**src/design/uart_cfg_pkg.sv**
```systemverilog
package uart_cfg_pkg;

    // Clock rate divided by bit rate. Kept small for fast simulation.
    localparam int CLKS_PER_BIT = 16;

    localparam int PAYLOAD_BITS = 8;  // 8N1 framing.
    localparam int BUFFER_DEPTH = 8;  // Entries per FIFO.

    localparam int BIT_CNT_W  = 4;
    localparam int BAUD_CNT_W = $clog2(CLKS_PER_BIT + 1);

    // Serial payload and FIFO entry.
    typedef logic [PAYLOAD_BITS-1:0] byte_t;

    // Index of a bit within a frame.
    typedef logic [BIT_CNT_W-1:0] bit_cnt_t;

    // Clock count within one bit time.
    typedef logic [BAUD_CNT_W-1:0] baud_cnt_t;

endpackage

```
**src/design/uart_bus_pkg.sv**
```systemverilog
package uart_bus_pkg;

    localparam int WORD_W    = 32;
    localparam int REG_IDX_W = 3;

    // Bus address and data word.
    typedef logic [WORD_W-1:0] word_t;

    // Register index taken from address[4:2].
    typedef logic [REG_IDX_W-1:0] reg_idx_t;

    // One bus access with plain strobes.
    typedef struct packed {
        logic  read;
        logic  write;
        word_t address;
        word_t write_data;
    } bus_req_t;

    // Register map.
    localparam reg_idx_t REG_RX_EMPTY = 3'd3;
    localparam reg_idx_t REG_RX_FULL  = 3'd4;
    localparam reg_idx_t REG_TX_EMPTY = 3'd5;
    localparam reg_idx_t REG_RX_DATA  = 3'd6;  // Only this index pops.

    // Offset of the index field within the address.
    localparam int REG_IDX_LSB = 2;

endpackage

```
**src/design/byte_fifo.sv**
```systemverilog
`timescale 1ns/1ps

module byte_fifo #(
    parameter int DEPTH = uart_cfg_pkg::BUFFER_DEPTH
) (
    input  logic                clk,
    input  logic                reset,
    input  logic                push,
    input  logic                pop,
    input  uart_cfg_pkg::byte_t write_data,
    output uart_cfg_pkg::byte_t read_data,
    output logic                full,
    output logic                empty
);
    import uart_cfg_pkg::*;

    localparam int PTR_W = (DEPTH > 1) ? $clog2(DEPTH) : 1;
    localparam int CNT_W = $clog2(DEPTH + 1);

    byte_t            mem [DEPTH];
    logic [PTR_W-1:0] wr_ptr;
    logic [PTR_W-1:0] rd_ptr;
    logic [CNT_W-1:0] count;
    logic             do_push;
    logic             do_pop;

    assign do_push = push && !full;  // Overflow is dropped.
    assign do_pop  = pop && !empty;

    assign full      = (count == CNT_W'(DEPTH));
    assign empty     = (count == '0);
    assign read_data = mem[rd_ptr];  // Head is always visible.

    always_ff @(posedge clk) begin
        if (do_push) begin
            mem[wr_ptr] <= write_data;
        end
    end

    always_ff @(posedge clk) begin
        if (reset) begin
            wr_ptr <= '0;
            rd_ptr <= '0;
            count  <= '0;
        end else begin
            if (do_push) begin
                wr_ptr <= (wr_ptr == PTR_W'(DEPTH - 1)) ? '0 : wr_ptr + 1'b1;
            end
            if (do_pop) begin
                rd_ptr <= (rd_ptr == PTR_W'(DEPTH - 1)) ? '0 : rd_ptr + 1'b1;
            end
            case ({do_push, do_pop})
                2'b10:   count <= count + 1'b1;
                2'b01:   count <= count - 1'b1;
                default: count <= count;  // Both or neither.
            endcase
        end
    end

endmodule

```
**src/design/uart_rx.sv**
```systemverilog
`timescale 1ns/1ps

module uart_rx (
    input  logic                clk,
    input  logic                reset,
    input  logic                rx,
    output logic                rx_valid,
    output uart_cfg_pkg::byte_t rx_data
);
    import uart_cfg_pkg::*;

    typedef enum logic [1:0] {
        IDLE,
        START,
        DATA,
        STOP
    } state_t;

    state_t    state;
    logic      rx_meta;
    logic      rx_sync;
    baud_cnt_t baud_cnt;
    bit_cnt_t  bit_idx;
    byte_t     shift;
    logic      half_done;
    logic      bit_done;

    assign half_done = (baud_cnt == baud_cnt_t'(CLKS_PER_BIT / 2 - 1));
    assign bit_done  = (baud_cnt == baud_cnt_t'(CLKS_PER_BIT - 1));

    // Two-flop synchroniser that idles high.
    always_ff @(posedge clk) begin
        if (reset) begin
            rx_meta <= 1'b1;
            rx_sync <= 1'b1;
        end else begin
            rx_meta <= rx;
            rx_sync <= rx_meta;
        end
    end

    always_ff @(posedge clk) begin
        if (reset) begin
            state    <= IDLE;
            baud_cnt <= '0;
            bit_idx  <= '0;
            rx_valid <= 1'b0;
        end else begin
            rx_valid <= 1'b0;
            baud_cnt <= baud_cnt + 1'b1;
            case (state)
                IDLE: begin
                    baud_cnt <= '0;
                    if (!rx_sync) begin
                        state <= START;  // Falling edge seen.
                    end
                end
                START: begin
                    if (half_done) begin
                        baud_cnt <= '0;
                        bit_idx  <= '0;
                        // Low at mid-bit is a real start bit.
                        state    <= rx_sync ? IDLE : DATA;
                    end
                end
                DATA: begin
                    if (bit_done) begin
                        baud_cnt <= '0;
                        shift    <= {rx_sync, shift[PAYLOAD_BITS-1:1]};  // LSB first.
                        bit_idx  <= bit_idx + 1'b1;
                        if (bit_idx == bit_cnt_t'(PAYLOAD_BITS - 1)) begin
                            state <= STOP;
                        end
                    end
                end
                STOP: begin
                    if (bit_done) begin
                        baud_cnt <= '0;
                        state    <= IDLE;
                        if (rx_sync) begin
                            rx_valid <= 1'b1;
                            rx_data  <= shift;
                        end
                    end
                end
                default: state <= IDLE;
            endcase
        end
    end

endmodule

```
**src/design/uart_tx.sv**
```systemverilog
`timescale 1ns/1ps

module uart_tx (
    input  logic                clk,
    input  logic                reset,
    input  logic                tx_start,
    input  uart_cfg_pkg::byte_t tx_data,
    output logic                tx,
    output logic                tx_busy
);
    import uart_cfg_pkg::*;

    typedef enum logic [1:0] {
        IDLE,
        START,
        DATA,
        STOP
    } state_t;

    state_t    state;
    baud_cnt_t baud_cnt;
    bit_cnt_t  bit_idx;
    byte_t     shift;
    logic      bit_done;

    assign bit_done = (baud_cnt == baud_cnt_t'(CLKS_PER_BIT - 1));
    assign tx_busy  = (state != IDLE);

    always_ff @(posedge clk) begin
        if (reset) begin
            state    <= IDLE;
            baud_cnt <= '0;
            bit_idx  <= '0;
            tx       <= 1'b1;
        end else begin
            baud_cnt <= bit_done ? '0 : baud_cnt + 1'b1;
            case (state)
                IDLE: begin
                    baud_cnt <= '0;
                    if (tx_start) begin
                        shift <= tx_data;
                        tx    <= 1'b0;  // Start bit.
                        state <= START;
                    end
                end
                START: begin
                    if (bit_done) begin
                        tx      <= shift[0];
                        shift   <= shift >> 1;
                        bit_idx <= '0;
                        state   <= DATA;
                    end
                end
                DATA: begin
                    if (bit_done) begin
                        bit_idx <= bit_idx + 1'b1;
                        if (bit_idx == bit_cnt_t'(PAYLOAD_BITS - 1)) begin
                            tx    <= 1'b1;  // Stop bit.
                            state <= STOP;
                        end else begin
                            tx    <= shift[0];
                            shift <= shift >> 1;
                        end
                    end
                end
                STOP: begin
                    if (bit_done) begin
                        state <= IDLE;
                    end
                end
                default: state <= IDLE;
            endcase
        end
    end

endmodule

```
**src/design/uart_periph.sv**
```systemverilog
`timescale 1ns/1ps

module uart_periph (
    input  logic                   clk,
    input  logic                   reset,
    input  logic                   rx,
    input  uart_bus_pkg::bus_req_t bus,
    output logic                   tx,
    output uart_bus_pkg::word_t    read_data
);
    import uart_cfg_pkg::*;
    import uart_bus_pkg::*;

    reg_idx_t reg_idx;

    logic  tx_push;
    logic  tx_pop;
    logic  tx_full;
    logic  tx_empty;
    byte_t tx_push_data;
    byte_t tx_head;

    logic  tx_start;
    logic  tx_busy;
    byte_t tx_byte;

    logic  rx_valid;
    byte_t rx_byte;

    logic  rx_push;
    logic  rx_pop;
    logic  rx_full;
    logic  rx_empty;
    byte_t rx_push_data;
    byte_t rx_head;

    assign reg_idx = bus.address[REG_IDX_LSB +: REG_IDX_W];

    // Strobes are single-cycle pulses.
    always_ff @(posedge clk) begin
        if (reset) begin
            tx_push  <= 1'b0;
            tx_pop   <= 1'b0;
            tx_start <= 1'b0;
            rx_push  <= 1'b0;
            rx_pop   <= 1'b0;
        end else begin
            tx_push  <= 1'b0;
            tx_pop   <= 1'b0;
            tx_start <= 1'b0;
            rx_push  <= 1'b0;
            rx_pop   <= 1'b0;

            if (bus.write && !tx_full) begin
                tx_push_data <= bus.write_data[PAYLOAD_BITS-1:0];
                tx_push      <= 1'b1;
            end

            // Skip the cycle after a launch while busy is still low.
            if (!tx_busy && !tx_empty && !tx_start) begin
                tx_start <= 1'b1;
                tx_byte  <= tx_head;
                tx_pop   <= 1'b1;
            end

            if (rx_valid && !rx_full) begin
                rx_push_data <= rx_byte;
                rx_push      <= 1'b1;
            end

            if (bus.read && reg_idx == REG_RX_DATA && !rx_empty) begin
                rx_pop <= 1'b1;
            end
        end
    end

    always_comb begin
        read_data = '0;
        case (reg_idx)
            REG_RX_EMPTY: read_data[0] = rx_empty;
            REG_RX_FULL:  read_data[0] = rx_full;
            REG_TX_EMPTY: read_data[0] = tx_empty;
            default:      read_data[PAYLOAD_BITS-1:0] = rx_head;  // Includes REG_RX_DATA.
        endcase
    end

    byte_fifo #(
        .DEPTH(BUFFER_DEPTH)
    ) tx_fifo (
        .clk        (clk),
        .reset      (reset),
        .push       (tx_push),
        .pop        (tx_pop),
        .write_data (tx_push_data),
        .read_data  (tx_head),
        .full       (tx_full),
        .empty      (tx_empty)
    );

    byte_fifo #(
        .DEPTH(BUFFER_DEPTH)
    ) rx_fifo (
        .clk        (clk),
        .reset      (reset),
        .push       (rx_push),
        .pop        (rx_pop),
        .write_data (rx_push_data),
        .read_data  (rx_head),
        .full       (rx_full),
        .empty      (rx_empty)
    );

    uart_rx uart_rx_inst (
        .clk      (clk),
        .reset    (reset),
        .rx       (rx),
        .rx_valid (rx_valid),
        .rx_data  (rx_byte)
    );

    uart_tx uart_tx_inst (
        .clk      (clk),
        .reset    (reset),
        .tx_start (tx_start),
        .tx_data  (tx_byte),
        .tx       (tx),
        .tx_busy  (tx_busy)
    );

endmodule

```
**config.mk**
```make
export PLATFORM = sky130hd
export DESIGN_NAME = uart_periph
export DESIGN_NICKNAME = d
export VERILOG_FILES = /design/src/design/uart_cfg_pkg.sv /design/src/design/uart_bus_pkg.sv /design/src/design/byte_fifo.sv /design/src/design/uart_rx.sv /design/src/design/uart_tx.sv /design/src/design/uart_periph.sv
export SDC_FILE = /design/constraint.sdc
export NUM_CORES = 1
export LEC_CHECK = 0
export BUFFER_PORTS_ARGS = -buffer_cell sky130_fd_sc_hd__buf_2
export CORE_MARGIN = 8
export CORE_UTILIZATION = 53
export CTS_BUF_LIST = sky130_fd_sc_hd__clkbuf_4 sky130_fd_sc_hd__clkbuf_8 sky130_fd_sc_hd__clkbuf_16
export DETAILED_ROUTE_END_ITERATION = 8
export PLACE_DENSITY = 0.86
export SETUP_SLACK_MARGIN = 0.5
export SYNTH_ARGS = -nofsm -noshare
export SYNTH_HDL_FRONTEND = slang
export SYNTH_HIERARCHICAL = 1
export SYNTH_SLANG_ARGS = --single-unit
```
**constraint.sdc**
```tcl
create_clock -name clk -period 2.25 [get_ports clk]
set_input_delay 0 -clock clk [delete_from_list [all_inputs] [get_ports clk]]
set_output_delay 0 -clock clk [all_outputs]
set_load 0.02 [all_outputs]
```
Yosys cells after proc, flatten, opt, wreduce, memory -nomap -nowiden
Memories as Yosys holds them, arrays and structs flattened. A register that Yosys moved wholly into a read port is not among the register bits.
Cells that the tools add are included.
- div/mod/pow operators: 0
- add/sub/neg operators: 12
- muxes and demuxes: 51
- shift operators: 0
- bitwise operators: 3
- magnitude comparators: 0
- reduce and logical (&&, ||, !) cells: 41
- eq/ne operators: 36
- multiply operators: 0
- operators with widths (kind ; number):
    8-bit 2-to-1 mux ; 4
    4-bit case mux with 2 select lines ; 4
    8-bit case mux with 3 select lines ; 1
    2-bit 2-to-1 mux ; 11
    3-bit equality test (second input constant) ; 7
    3-bit 2-to-1 mux ; 6
    4-bit by 1-bit adder with 4-bit output (second input constant) ; 4
    4-bit 2-to-1 mux ; 4
    2-bit by 1-bit inequality test with 1-bit output (second input constant) ; 8
    2-bit case mux with 4 select lines ; 2
    5-bit case mux with 3 select lines ; 1
    1-bit 2-to-1 mux ; 13
    3-bit by 1-bit adder with 3-bit output (second input constant) ; 4
    2-bit equality test (second input constant) ; 6
    5-bit by 1-bit adder with 5-bit output (second input constant) ; 2
    5-bit by 4-bit equality test with 1-bit output (second input constant) ; 2
    1-bit logical AND ; 10
    5-bit 2-to-1 mux ; 2
    5-bit AND reduction ; 2
    2-bit nonzero test ; 5
    3-bit AND reduction ; 3
    3-bit OR reduction ; 3
    2-bit by 1-bit equality test with 1-bit output (second input constant) ; 4
    4-bit by 3-bit equality test with 1-bit output (second input constant) ; 2
    other kinds (16) ; 33
- flip-flop bits (word level): 90
- word-level logic and storage cells: 170
- latch bits: 0
- output and inout bits: 33
- bits of input ports: 69
- bits in writable memories: 128
- ROM bits: 0
- memories: 2
- memories (name ; depth ; bits a word ; rd ports ; clocked after memory_dff ; wr ports ; RTL line ; source):
    rx_fifo.mem ; 8 ; 8 ; 1 ; 1 ; 1 ; byte_fifo.sv:20 ; byte_t mem [DEPTH];
    tx_fifo.mem ; 8 ; 8 ; 1 ; 1 ; 1 ; byte_fifo.sv:20 ;

Longest topological paths before layout
- depth in word-level cells: 5
- mapped depth: 11
- gate-level depth less buffers: 9

By module
Netlist, hierarchy kept.
- by module, submodules not included (module ; area an instance (µm²) ; times used ; cells each ; seq. area each (µm²)):
    byte_fifo ; 3110.5 ; 2 ; 172 ; 2182.1
    uart_rx ; 1255.0 ; 1 ; 105 ; 760.7
    uart_periph ; 1149.9 ; 1 ; 76 ; 800.8
    uart_tx ; 982.2 ; 1 ; 89 ; 480.5

Worst setup path after synthesis
Ideal clock, no wire load.
- path type: reg2reg
- start point: register uart_tx_inst.baud_cnt[0]
- end point: register uart_tx_inst.shift[0], enable pin
- data required time: 1867 ps
- path buffers: 0
- arrival time: 2049 ps
- setup time: 383 ps
- setup slack: -182 ps
- cell stages (with the launch flop): 7
- period minus slack after synthesis: 2432 ps
- cell sequence: dfxtp_1 > ha_1 > and3_1 > ha_1 > o21ba_2 > or3_1 > nor3_1
- word-level cells in the longest chain between the ends: 3
- elaborated cells on any way between the ends: 4
- those cells by class: eq/ne (3); reduce/logical (1)
- RTL lines (what ; RTL line ; source):
    start, declared ; uart_tx.sv:21 ; baud_cnt_t baud_cnt;
    start signal, assigned ; uart_tx.sv:36 ; baud_cnt <= bit_done ? '0 : baud_cnt + 1'b1;
    5-bit by 4-bit equality test with 1-bit output (*) ; uart_tx.sv:26 ; assign bit_done = (baud_cnt == baud_cnt_t'(CLKS_PER_BIT - 1));
    2-bit by 1-bit inequality test with 1-bit output (no source line) ; - ;
    6-bit AND reduction (no source line) (*) ; - ;
    end signal, assigned ; uart_tx.sv:41 ; shift <= tx_data;
    end signal, assigned ; uart_tx.sv:49 ; shift <= shift >> 1;
    end signal, assigned ; uart_tx.sv:62 ; shift <= shift >> 1;
    end, declared ; uart_tx.sv:23 ; byte_t shift;
Mark *: on every way between the ends. The rest lies on a longest branch, timed or not.
A chain may end at the register's enable or synchronous reset.

Worst setup path in the final report
- start point: register rx_fifo.count[3]
- end point: register rx_fifo.count[3]
- word-level cells in the longest chain between the ends: 5
- elaborated cells on any way between the ends: 12
- those cells by class: add/sub (2); eq/ne (3); mux (1); reduce/logical (6)
- RTL lines (what ; RTL line ; source):
    start, declared ; byte_fifo.sv:23 ; logic [CNT_W-1:0] count;
    start signal, assigned ; byte_fifo.sv:53 ; 2'b10: count <= count + 1'b1;
    start signal, assigned ; byte_fifo.sv:54 ; 2'b01: count <= count - 1'b1;
    start signal, assigned ; byte_fifo.sv:55 ; default: count <= count;
    4-bit equality test / 4-bit logical NOT (equally long branches) ; byte_fifo.sv:30, byte_fifo.sv:31 ;
    1-bit logical NOT (on tied branches) ; byte_fifo.sv:27, byte_fifo.sv:28 ;
    1-bit logical AND (on tied branches) ; byte_fifo.sv:27, byte_fifo.sv:28 ;
    2-bit by 1-bit equality test with 1-bit output / 2-bit equality test (equally long branches) ; byte_fifo.sv:52 ; case ({do_push, do_pop})
    4-bit case mux with 2 select lines / 2-bit nonzero test (equally long branches) ; - ;
Several ways; a longest one is shown, not always the timed one.

==> results.yml <==
yosys:
  synth_cell_types: 60
  synth-xor-area-share: 0.00912
  seq_area_frac_synth: 0.667
  syn-cell-area_sq_um: 9610
  synth_ff_type: "edfxtp_1"
  synth_warnings: 6
  synth_top_family_by_area: "multiplexers"
  synth_compound_area_frac: 0.0425
  synth_edf_count: 176
  yosysTopAreaCell: "edfxtp_1"
  muxShareOfSynthArea: 0.114
  ys_ff_latch: 232
  async_reset_ff_frac: 0
  synthCells: 614
  yosysTopAreaCellShare: 0.550
  synth.avg_cell_area_sq_um: 15.6
  post_synth_main_area_contributors: "edfxtp_1, dfxtp_1, mux4_2"
  yosys.area_share.simple: 0.0940
  synth_fa_ha_area_frac: 0.0339
final_layout:
  postLayoutCellArea_sq_um: 11600
  drive_gt1_frac: 0.349
  area_delta_synth_final_pct: 20.8
  layout.nets: 804
  utilization: 0.648
  nFillCells: 1199
  final_cell_mix: "edfxtp_1, buf_4, dfxtp_1"
  n_antenna_cell: 0
  final_common_cell: "edfxtp_1"
placed_design:
  place_congestion: 0.757
  dpl-instance-area_sq_um: 10300
  dpl.hpwl_mm: 11.1
  numPortBuffers: 24
worst_setup_path:
  critPathArrivalTime_ns: 2.52
  end_kind: "flip-flop"
  criticalPathCategory: "flip-flop to flip-flop"
  r2r-end: "rx_fifo/count[3]$_SDFFE_PP0P_"
  r2r-start: "rx_fifo/count[3]$_SDFFE_PP0P_"
  slowest_delay_ns: 0.41
  cp_cell_sequence: "o41ai_4, inv_2, ha_4, nand3b_1, a211o_1, a21oi_2, mux2_1"
  r2r_slack_ns: 0.12
  cp.required_ns: 2.64
  worstPathMaxFanout: 4
  r2r_cells: 7
  start_kind: "flip-flop"
  slowest_stage: "o41ai_4"
detailed_routing:
  post_drt_via_cell_ratio: 5.58
  firstDrtPassIters: 5
  vias: 5309
  drtAntennaViolNets: 0
  drc_errors: 0
  wl_per_cell_microns: 18.7
  wirelength_mm: 17.8
  dr.first_iter.drc_count: 372
outcome:
  outcome: "completed"
floorplanning:
  pin_count: 102
  initial_utilization: 0.537
  row_count: 49
  dieArea_sq_um: 22700
  fp.dieH_microns: 151
  die_x_microns: 151
  coreArea_sq_um: 17900
pwr:
  p_seq_frac: 0.510
  power_uw: 9450
  p_leak_uw: 0.00405
  p_sw_uw: 2070
  internal_power_uw: 7380
  p_clk_frac: 0.390
  power_density_nw_per_um2: 814
  p_sw_frac: 0.219
  combPwrFrac: 0.100
  peakVddDrop_uv: 680
clock_tree:
  clkLatencyLatePin_ns: 0.51
  cts_tree: "built"
  root_buffer: "clkbuf_16"
  cts_buffers: 23
  ctsLongestPathBuffers: 3
  htree_levels: 1
  path_clk_slew_ns: 0.07
  clock-sinks: 232
sta:
  slew_viol_final: 0
  rsz0062_at_grt: "true"
  max_freq_mhz: 470
  skew_ns: 0.0150
  setup_viol: 0
  fin_crit_sh: 0.946
  hold_viol: 0
  post-route-min-period_ns: 2.13
  setup_tns_ns: 0
  worst_slew_pin_slew_ns: 0.541
  relSlewSlack: 0.639
grt:
  grt_pass1_wl_mm: 28.6
  track_usage: 0.159
  grt_max_degree: 26
  antenna_found_initial: 0
  grt-ovfl-total: 0
  grt_pass1_vias: 5571
min_path:
  min_from: "bus[4]"
  hold_path.class: "input port to flip-flop"
  holdPathStages: 2
  min_to: "tx_push_data[4]$_DFFE_PP_"
job:
  maxCapViolCount: 0
==> registers in the layout (all words and copies together) (netlist names), 2 cells and up, named ones only <==
| signal | count |
|---|---|
| uart_rx_inst/bit_idx | 4 |
| tx_fifo/count | 4 |
| rx_push_data | 8 |
| rx_fifo/mem | 64 |
| rx_fifo/count | 4 |
| tx_push_data | 8 |
| uart_tx_inst/shift | 8 |
| rx_fifo/wr_ptr | 3 |
| uart_rx_inst/shift | 8 |
| uart_tx_inst/baud_cnt | 5 |
| tx_byte | 8 |
| uart_tx_inst/state | 2 |
| uart_rx_inst/baud_cnt | 5 |
| tx_fifo/rd_ptr | 3 |
| tx_fifo/mem | 64 |
| uart_rx_inst/rx_data | 8 |
| uart_tx_inst/bit_idx | 4 |
| rx_fifo/rd_ptr | 3 |
| tx_fifo/wr_ptr | 3 |
==> critical path, delay by kind of cell (launching register included) <==
| kind | cells | cell delay, ns |
|---|---|---|
| buffers and inverters | 1 | 0.12 |
| AO/OA/AOI/OAI | 3 | 0.86 |
| AND/OR/NAND/NOR | 1 | 0.18 |
| flip-flops | 1 | 0.35 |
| adder cells (fa/ha/maj) | 1 | 0.19 |
| multiplexers | 1 | 0.32 |
==> worst max-delay path by stage <==
stage                             startpoint                             to  slack [ns]  depth (start not counted)
2_1_floorplan  rx_fifo/count[2]$_SDFFE_PP0P_  rx_fifo/count[3]$_SDFFE_PP0P_         0.1                          8
3_3_place_gp   rx_fifo/count[2]$_SDFFE_PP0P_  rx_fifo/count[3]$_SDFFE_PP0P_        0.15                          7
3_5_place_dp   rx_fifo/count[2]$_SDFFE_PP0P_  rx_fifo/count[2]$_SDFFE_PP0P_        0.08                          9
4_1_cts                            flip-flop                   read_data[0]        0.11                          5
5_1_grt                            flip-flop                   read_data[0]        0.04                          5
6_report       rx_fifo/count[3]$_SDFFE_PP0P_  rx_fifo/count[3]$_SDFFE_PP0P_        0.12                          7
==> logic make-up after synthesis <==
family | count (synthesis)
AO/OA/AOI/OAI | 60
XOR/XNOR | 10
adder cells (fa/ha/maj) | 26
buffers and inverters | 64
flip-flops | 232
multiplexers | 66
other | 1
AND/OR/NAND/NOR | 155
==> Yosys cell counts, drive strengths merged (3+ instances only) <==
cell type / instances
edfxtp: 176
dfxtp: 56
buf: 37
mux4: 32
nor2: 29
ha: 26
mux2: 26
a21oi: 23
nand2: 18
nor3: 18
inv: 14
clkbuf: 13
nor2b: 13
nand2b: 10
and2: 9
nand3b: 9
nor3b: 9
o21ai: 9
mux2i: 8
xor2: 8
nand3: 7
nor4: 6
or3: 6
a211oi: 4
and4b: 4
nand4b: 4
a211o: 3
or3b: 3
==> layout make-up <==
type,count,area [sq um],area share
Sequential cell,232,6450,0.556
Clock buffer,27,618,0.0533
Inverter,14,57.6,0.00496
Multi-Input combinational cell,341,3270,0.282
Timing Repair Buffer,97,801,0.0690
Clock inverter,12,120,0.0104
Tap cell,229,287,0.0247
==> stage by stage <==
stage | hold WS [ns] | setup WS (ns) | instances
finish | 0.206 | 0.121 | 952
floorplan | 0.0653 | 0.0975 | 637
detailed placement | 0.178 | 0.0814 | 877
CTS | 0.190 | 0.112 | 948
global placement | 0.179 | 0.151 | 877
global route | 0.194 | 0.0428 | 952
==> power groups by stage <==
| stage | clock, uW | combinational [uW] | sequential [uW] |
|---|---|---|---|
| after global routing | 3920 | 1020 | 4830 |
| after global placement | 0 | 685 | 4890 |
| after CTS | 3740 | 877 | 4820 |
| final | 3680 | 948 | 4820 |
| after detailed placement | 0 | 721 | 4900 |
| after floorplan | 0 | 586 | 4880 |
==> what timing repair did <==
action | in CTS | in global routing
setup endpoints to repair | 136 | 64
setup buffers | 17 | 4
pin swaps | 15 | 8
hold buffers | 15 | 0
endpoints found under the hold margin | 21 | 0
gates resized for setup | 61 | 21
==> layer usage <==
layer  GRT usage  part of all wire  vias up
met5           0                 0        -
met4      0.0524             0.032        0
met3      0.0240             0.040       44
met2       0.300              0.54      134
met1       0.179              0.39     2631
li1            -                 -     2500
(Power assumes the default switching activity.)
